$ cat config.mk
export PLATFORM = sky130hd
export DESIGN_NAME = multi_uart_rx
export DESIGN_NICKNAME = d
export VERILOG_FILES = /design/src/logic/uart_rx_pkg.sv /design/src/logic/rx_byte_if.sv /design/src/logic/multi_uart_rx.sv /design/src/logic/rx_lane_collector.sv /design/src/logic/rx_deframer.sv /design/src/logic/rx_line_sync.sv
export VERILOG_INCLUDE_DIRS = /design/src /design/src/logic
export SDC_FILE = /design/constraint.sdc
export NUM_CORES = 1
export LEC_CHECK = 0
export BUFFER_PORTS_ARGS = -buffer_cell sky130_fd_sc_hd__buf_2
export CORE_ASPECT_RATIO = 0.8
export CORE_MARGIN = 4
export CORE_UTILIZATION = 39
export CTS_CLUSTER_DIAMETER = 200
export DETAILED_ROUTE_END_ITERATION = 10
export SETUP_SLACK_MARGIN = 0.05
export SYNTH_ARGS = -nofsm -noshare
export SYNTH_HDL_FRONTEND = slang
export SYNTH_SLANG_ARGS = --single-unit
$ cat constraint.sdc
create_clock -name uart_bit_clk_x16 -period 2.9 [get_ports uart_bit_clk_x16]
set_input_delay 0.145 -clock uart_bit_clk_x16 [delete_from_list [all_inputs] [get_ports uart_bit_clk_x16]]
set_output_delay 0.145 -clock uart_bit_clk_x16 [all_outputs]
set_load 0.1 [all_outputs]
$ cat src/logic/uart_rx_macros.svh
// Lane count, oversampling ratio, data width and output credit depth for the UART receiver.
`ifndef UART_RX_MACROS_SVH
`define UART_RX_MACROS_SVH

// Number of independent serial receive lanes.
// The lane index type in the package is sized from this value.
`define UART_RX_LANES 4

// Clock cycles per bit period.
// The receive clock runs at sixteen times the baud rate.
`define UART_RX_OVERSAMPLE 16

// Data bits per frame.
// Frames are 8N1, least significant bit first, no parity.
`define UART_RX_DATA_BITS 8

// Output entries the downstream consumer can absorb.
// The collector starts with this many credits after reset.
`define UART_RX_OUT_CREDITS 4

`endif
$ cat src/logic/uart_rx_pkg.sv
// Shared vector typedefs and the deframer state enum for the UART receiver.
`default_nettype none

`include "uart_rx_macros.svh"

package uart_rx_pkg;

    // One received data word.
    typedef logic [`UART_RX_DATA_BITS-1:0] byte_t;

    // Lane number carried with each output byte.
    typedef logic [$clog2(`UART_RX_LANES)-1:0] lane_idx_t;

    // Position inside one bit period, counted in oversample clocks.
    typedef logic [$clog2(`UART_RX_OVERSAMPLE)-1:0] sample_cnt_t;

    // Index of the data bit currently being received.
    typedef logic [$clog2(`UART_RX_DATA_BITS)-1:0] bit_idx_t;

    // Output credit count; it must hold the full depth, so one extra value.
    typedef logic [$clog2(`UART_RX_OUT_CREDITS+1)-1:0] credit_t;

    // Per-lane receive FSM states.
    // ST_WAIT_IDLE holds a lane after a framing error until the line goes high.
    typedef enum logic [2:0] {
        ST_IDLE,
        ST_START,
        ST_DATA,
        ST_STOP,
        ST_WAIT_IDLE
    } deframe_state_t;

endpackage

`default_nettype wire

$ cat src/logic/rx_byte_if.sv
// Interface carrying one lane's held byte and its pop strobe, with deframer and collector modports.
`timescale 1ns/100ps
`default_nettype none

interface rx_byte_if;

    // The lane's holding register is full.
    logic held;

    // Received byte, valid while held is high.
    uart_rx_pkg::byte_t data;

    // Stop bit was sampled low for this byte.
    logic frame_err;

    // At least one later byte was dropped while this one waited.
    logic overrun;

    // One-cycle pop; the holding register empties on the edge where it is high.
    logic take;

    // The deframer owns the holding register and only observes the pop.
    modport deframer (
        output held,
        output data,
        output frame_err,
        output overrun,
        input  take
    );

    // The collector reads the holding register and issues the pop.
    modport collector (
        input  held,
        input  data,
        input  frame_err,
        input  overrun,
        output take
    );

endinterface

`default_nettype wire

$ cat src/logic/multi_uart_rx.sv
// Top level of the four-lane UART receiver: line synchronizer, per-lane deframers and collector.
`timescale 1ns/100ps
`default_nettype none

`include "uart_rx_macros.svh"

module multi_uart_rx (
    input  logic                      uart_bit_clk_x16,
    input  logic                      reset_n,
    input  logic [`UART_RX_LANES-1:0] rx,
    input  logic                      credit_return,
    output logic                      out_valid,
    output uart_rx_pkg::byte_t        out_data,
    output uart_rx_pkg::lane_idx_t    out_lane,
    output logic                      out_frame_err,
    output logic                      out_overrun
);

    // Serial lines after the two-stage synchronizer.
    logic [`UART_RX_LANES-1:0] rx_sync;

    // One holding-register link per lane between deframer and collector.
    rx_byte_if lane_if [`UART_RX_LANES] ();

    rx_line_sync u_rx_line_sync (
        .uart_bit_clk_x16 (uart_bit_clk_x16),
        .reset_n          (reset_n),
        .rx               (rx),
        .rx_sync          (rx_sync)
    );

    // Identical deframers, one per serial lane.
    for (genvar g = 0; g < `UART_RX_LANES; g++) begin : g_deframer
        rx_deframer u_rx_deframer (
            .uart_bit_clk_x16 (uart_bit_clk_x16),
            .reset_n          (reset_n),
            .rx_sync          (rx_sync[g]),
            .byte_out         (lane_if[g])
        );
    end

    rx_lane_collector u_rx_lane_collector (
        .uart_bit_clk_x16 (uart_bit_clk_x16),
        .reset_n          (reset_n),
        .lanes            (lane_if),
        .credit_return    (credit_return),
        .out_valid        (out_valid),
        .out_data         (out_data),
        .out_lane         (out_lane),
        .out_frame_err    (out_frame_err),
        .out_overrun      (out_overrun)
    );

endmodule

`default_nettype wire

$ cat src/logic/rx_lane_collector.sv
// Round-robin collector that drains the lane holding registers onto one credit-controlled output.
`timescale 1ns/100ps
`default_nettype none

`include "uart_rx_macros.svh"

module rx_lane_collector (
    input  logic                   uart_bit_clk_x16,
    input  logic                   reset_n,
    rx_byte_if.collector           lanes [`UART_RX_LANES],
    input  logic                   credit_return,
    output logic                   out_valid,
    output uart_rx_pkg::byte_t     out_data,
    output uart_rx_pkg::lane_idx_t out_lane,
    output logic                   out_frame_err,
    output logic                   out_overrun
);

    // Flattened copies of the lane interfaces, so a variable index can select them.
    logic [`UART_RX_LANES-1:0] held_vec;
    logic [`UART_RX_LANES-1:0] frame_err_vec;
    logic [`UART_RX_LANES-1:0] overrun_vec;
    logic [`UART_RX_LANES-1:0] take_vec;
    uart_rx_pkg::byte_t        data_arr [`UART_RX_LANES];

    // Lane granted most recently; the search starts just after it.
    uart_rx_pkg::lane_idx_t last_grant;
    uart_rx_pkg::lane_idx_t pick;
    logic                   pick_ok;

    uart_rx_pkg::credit_t credit_cnt;
    logic                 issue;

    for (genvar g = 0; g < `UART_RX_LANES; g++) begin : g_lane
        assign held_vec[g]      = lanes[g].held;
        assign frame_err_vec[g] = lanes[g].frame_err;
        assign overrun_vec[g]   = lanes[g].overrun;
        assign data_arr[g]      = lanes[g].data;
        assign lanes[g].take    = take_vec[g];
        assign take_vec[g]      = issue && (pick == uart_rx_pkg::lane_idx_t'(g));
    end

    // Round-robin search over all lanes, starting one past the last grant.
    // The last granted lane is checked last, so it only wins when alone.
    always_comb begin
        uart_rx_pkg::lane_idx_t cand;
        cand    = last_grant;
        pick    = last_grant;
        pick_ok = 1'b0;
        for (int off = 1; off <= `UART_RX_LANES; off++) begin
            cand = uart_rx_pkg::lane_idx_t'((int'(last_grant) + off) % `UART_RX_LANES);
            if (!pick_ok && held_vec[cand]) begin
                pick    = cand;
                pick_ok = 1'b1;
            end
        end
    end

    // A byte issued this cycle shows up as out_valid next cycle and spends a
    // credit then, so the one in flight is reserved before issuing another.
    assign issue = pick_ok && (credit_cnt > uart_rx_pkg::credit_t'(out_valid));

    always_ff @(posedge uart_bit_clk_x16 or negedge reset_n) begin
        if (!reset_n) begin
            out_valid  <= 1'b0;
            credit_cnt <= uart_rx_pkg::credit_t'(`UART_RX_OUT_CREDITS);
            // Start the pointer on the top lane so lane 0 is searched first.
            last_grant <= uart_rx_pkg::lane_idx_t'(`UART_RX_LANES - 1);
        end else begin
            out_valid  <= issue;
            credit_cnt <= credit_cnt - uart_rx_pkg::credit_t'(out_valid)
                        + uart_rx_pkg::credit_t'(credit_return);
            if (issue) begin
                last_grant <= pick;
            end
        end
    end

    // Output fields are captured together with the pop of the lane.
    always_ff @(posedge uart_bit_clk_x16) begin
        if (issue) begin
            out_data      <= data_arr[pick];
            out_lane      <= pick;
            out_frame_err <= frame_err_vec[pick];
            out_overrun   <= overrun_vec[pick];
        end
    end

    // The consumer never returns more credits than it was given.
    a_credit_bounded : assert property (
        @(posedge uart_bit_clk_x16) disable iff (!reset_n)
        credit_cnt <= uart_rx_pkg::credit_t'(`UART_RX_OUT_CREDITS)
    ) else $error("rx_lane_collector: credit count above depth");

    // Every issued byte must have had a credit waiting for it.
    a_valid_needs_credit : assert property (
        @(posedge uart_bit_clk_x16) disable iff (!reset_n)
        out_valid |-> (credit_cnt != '0)
    ) else $error("rx_lane_collector: out_valid with no credit");

endmodule

`default_nettype wire

$ cat src/logic/rx_deframer.sv
// Per-lane 8N1 deframer FSM with a one-byte holding register, frame error and overrun flags.
`timescale 1ns/100ps
`default_nettype none

`include "uart_rx_macros.svh"

module rx_deframer (
    input  logic          uart_bit_clk_x16,
    input  logic          reset_n,
    input  logic          rx_sync,
    rx_byte_if.deframer   byte_out
);

    // Last count of a full bit period, where a data or stop bit is sampled.
    localparam uart_rx_pkg::sample_cnt_t BIT_LAST =
        uart_rx_pkg::sample_cnt_t'(`UART_RX_OVERSAMPLE - 1);

    // Last count of half a bit period; the start bit is confirmed here.
    localparam uart_rx_pkg::sample_cnt_t START_LAST =
        uart_rx_pkg::sample_cnt_t'(`UART_RX_OVERSAMPLE / 2 - 1);

    // Index of the final data bit.
    localparam uart_rx_pkg::bit_idx_t BIT_IDX_LAST =
        uart_rx_pkg::bit_idx_t'(`UART_RX_DATA_BITS - 1);

    uart_rx_pkg::deframe_state_t state;
    uart_rx_pkg::sample_cnt_t    sample_cnt;
    uart_rx_pkg::bit_idx_t       bit_idx;
    uart_rx_pkg::byte_t          shift_reg;

    // Sample strobes at the middle of a data bit and of the stop bit.
    logic bit_sample;
    logic stop_sample;

    // A finished frame is either stored or dropped.
    logic load_hold;
    logic drop_byte;

    assign bit_sample  = (state == uart_rx_pkg::ST_DATA) && (sample_cnt == BIT_LAST);
    assign stop_sample = (state == uart_rx_pkg::ST_STOP) && (sample_cnt == BIT_LAST);

    // A pop on the same edge frees the register, so the new byte still fits.
    assign load_hold = stop_sample && (!byte_out.held || byte_out.take);
    assign drop_byte = stop_sample && byte_out.held && !byte_out.take;

    // Receive FSM.
    // The counter restarts at every sample point, so each sample lands one
    // full bit period after the previous one.
    always_ff @(posedge uart_bit_clk_x16 or negedge reset_n) begin
        if (!reset_n) begin
            state      <= uart_rx_pkg::ST_IDLE;
            sample_cnt <= '0;
            bit_idx    <= '0;
        end else begin
            unique case (state)
                uart_rx_pkg::ST_IDLE: begin
                    // The first low cycle already counts towards the start bit.
                    if (!rx_sync) begin
                        state      <= uart_rx_pkg::ST_START;
                        sample_cnt <= uart_rx_pkg::sample_cnt_t'(1);
                    end
                end
                uart_rx_pkg::ST_START: begin
                    // A line that rises before mid-bit was a glitch.
                    if (rx_sync) begin
                        state <= uart_rx_pkg::ST_IDLE;
                    end else if (sample_cnt == START_LAST) begin
                        state      <= uart_rx_pkg::ST_DATA;
                        sample_cnt <= '0;
                        bit_idx    <= '0;
                    end else begin
                        sample_cnt <= sample_cnt + 1'b1;
                    end
                end
                uart_rx_pkg::ST_DATA: begin
                    sample_cnt <= sample_cnt + 1'b1;
                    if (bit_sample) begin
                        sample_cnt <= '0;
                        bit_idx    <= bit_idx + 1'b1;
                        if (bit_idx == BIT_IDX_LAST) begin
                            state <= uart_rx_pkg::ST_STOP;
                        end
                    end
                end
                uart_rx_pkg::ST_STOP: begin
                    sample_cnt <= sample_cnt + 1'b1;
                    if (stop_sample) begin
                        sample_cnt <= '0;
                        // A low stop bit may be a break; wait for the line to recover.
                        state <= rx_sync ? uart_rx_pkg::ST_IDLE : uart_rx_pkg::ST_WAIT_IDLE;
                    end
                end
                uart_rx_pkg::ST_WAIT_IDLE: begin
                    if (rx_sync) begin
                        state <= uart_rx_pkg::ST_IDLE;
                    end
                end
                default: begin
                    state <= uart_rx_pkg::ST_IDLE;
                end
            endcase
        end
    end

    // Data path.
    // Bits shift in from the top, so after eight samples the first one sits in bit 0.
    always_ff @(posedge uart_bit_clk_x16) begin
        if (bit_sample) begin
            shift_reg <= {rx_sync, shift_reg[`UART_RX_DATA_BITS-1:1]};
        end
        if (load_hold) begin
            byte_out.data <= shift_reg;
        end
    end

    // Holding register flags.
    // A dropped byte leaves the held byte in place and only marks it overrun.
    always_ff @(posedge uart_bit_clk_x16 or negedge reset_n) begin
        if (!reset_n) begin
            byte_out.held      <= 1'b0;
            byte_out.frame_err <= 1'b0;
            byte_out.overrun   <= 1'b0;
        end else if (load_hold) begin
            byte_out.held      <= 1'b1;
            byte_out.frame_err <= !rx_sync;
            byte_out.overrun   <= 1'b0;
        end else if (drop_byte) begin
            byte_out.overrun <= 1'b1;
        end else if (byte_out.take) begin
            byte_out.held <= 1'b0;
        end
    end

    // The collector must never pop an empty lane.
    a_take_only_when_held : assert property (
        @(posedge uart_bit_clk_x16) disable iff (!reset_n)
        byte_out.take |-> byte_out.held
    ) else $error("rx_deframer: take while holding register is empty");

    // The state register holds one of the five encoded states.
    a_state_legal : assert property (
        @(posedge uart_bit_clk_x16) disable iff (!reset_n)
        !$isunknown(state) && (state inside {uart_rx_pkg::ST_IDLE, uart_rx_pkg::ST_START,
            uart_rx_pkg::ST_DATA, uart_rx_pkg::ST_STOP, uart_rx_pkg::ST_WAIT_IDLE})
    ) else $error("rx_deframer: illegal state encoding");

endmodule

`default_nettype wire

$ cat src/logic/rx_line_sync.sv
// Two-stage synchronizer that brings every asynchronous serial line into the receive clock domain.
`timescale 1ns/100ps
`default_nettype none

`include "uart_rx_macros.svh"

module rx_line_sync (
    input  logic                      uart_bit_clk_x16,
    input  logic                      reset_n,
    input  logic [`UART_RX_LANES-1:0] rx,
    output logic [`UART_RX_LANES-1:0] rx_sync
);

    // First stage catches the raw line and may go metastable.
    logic [`UART_RX_LANES-1:0] rx_meta;

    // Both stages reset to ones.
    // An idle UART line is high, so no lane sees a false start bit
    // while the synchronizer fills after reset.
    always_ff @(posedge uart_bit_clk_x16 or negedge reset_n) begin
        if (!reset_n) begin
            rx_meta <= '1;
            rx_sync <= '1;
        end else begin
            // Second stage gives the first a full cycle to settle.
            rx_meta <= rx;
            rx_sync <= rx_meta;
        end
    end

    // An undriven or floating serial input would reach every deframer two
    // cycles later and could fake a start bit; flag it at the source.
    a_no_x_after_reset : assert property (
        @(posedge uart_bit_clk_x16) disable iff (!reset_n)
        !$isunknown(rx_sync)
    ) else $error("rx_line_sync: synchronized serial line is X");

endmodule

`default_nettype wire

==> results.json <==
{
  "status": "completed",
  "grt_max_degree": 37,
  "drt_wl_total_um": 10500,
  "start_kind": "flop",
  "syn_area_mm2": 0.00609,
  "period_needed_ns": 2.38,
  "hold_path.class": "input pin to async pin",
  "fp.coreArea_mm2": 0.0152,
  "worstMarginPinSlew_ns": 0.781,
  "fmax_mhz": 420,
  "slew_violations": 0,
  "grt_usage_pct": 12.9,
  "grt_pass1_vias": 3654,
  "ys_ff_latch": 142,
  "ys_seq_area_share_pct": 64.8,
  "n_fill_cell": 1333,
  "drv_cap": 0,
  "post_cts_resize_count": 0,
  "drc": 0,
  "clock_latency_ns": 0.42,
  "synth_edf_count": 76,
  "final.setup_skew_ns": 0.00750,
  "crit_arrival_ns": 2.51,
  "synthArstFlopShare_pct": 46.5,
  "utilization_pct": 47.0,
  "rows": 40,
  "yosysWarningCount": 0,
  "cellLeakagePower_nw": 2.88,
  "layout_common_cells": "76 x edfxtp_1, 55 x dfrtp_1, 33 x a21oi_1, 31 x nand2_1, 28 x nor2_1",
  "multi_input_area_mm2": 0.00197,
  "routedWlPerCell_um": 14.4,
  "final_common_cell": "edfxtp_1",
  "synth_top_area_cell": "edfxtp_1",
  "vias": 3738,
  "regArea_mm2": 0.00395,
  "syn_inst": 477,
  "tritoncts": "done",
  "ys_types": 67,
  "ys_top_cells_by_area": "edfxtp_1 37%, dfrtp_1 23%, dfstp_2 4.7%",
  "fin_nets": 532,
  "insertedDiodeCount": 0,
  "rsz0062_at_grt": "false",
  "dp.cells": 694,
  "final_antenna_net_count": 0,
  "cp-end-kind": "flop",
  "ios": 20,
  "cts_buffers": 17,
  "cts.sinks": 142,
  "hpwl_um": 7240,
  "setup_viol": 0,
  "max-clock-path-buffers": 2,
  "die_h_um": 120,
  "required_ns": 3.03,
  "die_w_um": 148,
  "htree_levels": 4,
  "power_density_mw_per_mm2": 941,
  "synth_nets": 500,
  "path_clk_slew_ns": 0.06,
  "dr.pass1.iters": 4,
  "port_buffers": 19,
  "period_share_pct": 82.0,
  "start_util_pct": 40.2,
  "grt_pass1_wl_um": 18000,
  "hold_slack_ns": 0.342,
  "vdd_drop_max_uv": 592,
  "avgSynthCellArea_um2": 12.8,
  "area_growth_pct": 16.9,
  "reg2reg_from": "g_deframer[3].u_rx_deframer.sample_cnt[0]",
  "stdcell_count": 732,
  "yosysTopAreaCellShare_pct": 37.4,
  "grt.overflow.total": 0,
  "antenna_found_initial": 0,
  "crit_fanout": 8,
  "setup_tns_ns": 0,
  "slew_headroom_pct": 47.9,
  "hold_viol": 0,
  "gp_congestion": 0.832,
  "path_class": "flop to flop",
  "fp.dieArea_mm2": 0.0177,
  "via_per_inst": 5.11,
  "rr_worst_depth": 6,
  "reg2reg_slack_ns": 0.52,
  "power.total_mw": 6.70,
  "synth_ff_type": "edfxtp_1",
  "root_buffer": "clkbuf_16",
  "drive_above_1_share_pct": 17.8,
  "post_cts_buffers": 0,
  "drt_iter0_drc": 195,
  "r2r_end": "g_deframer[3].u_rx_deframer.byte_out.data[2]"
}
through the flow:
step	worst slack (ns)	cell area (um^2)
6_report	0.521	7120
5_1_grt	0.348	7120
4_1_cts	0.519	7120
3_5_place_dp	0.529	6460
3_3_place_gp	0.579	6460
2_1_floorplan	0.111	6090
worst max path at each step:
stage | start | to | cells past startpoint
after floorplan | u_rx_lane_collector.out_valid | g_deframer[1].u_rx_deframer.byte_out.data[0] | 4
after global placement | g_deframer[3].u_rx_deframer.sample_cnt[0] | g_deframer[3].u_rx_deframer.byte_out.data[0] | 6
after detailed placement | g_deframer[3].u_rx_deframer.sample_cnt[0] | g_deframer[3].u_rx_deframer.byte_out.data[0] | 6
after CTS | g_deframer[3].u_rx_deframer.sample_cnt[0] | g_deframer[3].u_rx_deframer.byte_out.data[6] | 6
after global routing | g_deframer[3].u_rx_deframer.sample_cnt[0] | g_deframer[3].u_rx_deframer.byte_out.data[2] | 6
final | g_deframer[3].u_rx_deframer.sample_cnt[0] | g_deframer[3].u_rx_deframer.byte_out.data[2] | 6
cells in the mapped netlist, types with 11 or more instances:
library cell	number
dfstp_2	11
a22o_1	11
nor2b_1	13
o21ai_0	12
nand2_1	31
edfxtp_1	76
mux2i_1	14
dfrtp_1	55
clkbuf_1	15
a21oi_1	33
nor2_1	28
inv_1	23
ha_1	15
a211oi_1	14
where the power goes:
part           total (mW)  internal [mW]  switching (mW)
combinational        1.72          0.618            1.10
sequential           2.79           2.45           0.337
clock                2.19           1.30           0.895
worst max-delay path, stage by stage (launching register included):
cell,delay (ns)
dfrtp_1,0.39
ha_1,0.30
nand3_2,0.14
or4_1,0.54
or2_0,0.26
o32ai_2,0.24
buf_4,0.23
metal layers:
metal	GRT usage [%]	up-vias	wire length, um
li1	-	1842	-
met1	17.2	1818	5150
met2	19.2	58	4790
met3	4.38	20	437
met4	5.82	0	140
met5	0	-	0
repair_timing:
| item | CTS | global route |
|---|---|---|
| setup endpoints to repair | 0 | 0 |
| endpoints found under the hold margin | 30 | 0 |
| hold buffers | 6 | 0 |
layout make-up:
cell class,count,share of cell area [%]
multi-input cells,287,27.7
flip-flops and latches,142,55.4
inverters,27,1.44
clock inverters,15,2.44
repair buffers,34,3.30
clock buffers,17,5.97
well taps,210,3.69
kinds of logic after synthesis:
logic type | synth area share (%)
flops | 64.8
simple gates | 11.6
buf+inv | 3.18
fa+ha+maj | 3.41
compound gates | 12.5
mux | 3.96
xor+xnor | 0.575
(Power assumes the default switching activity.)
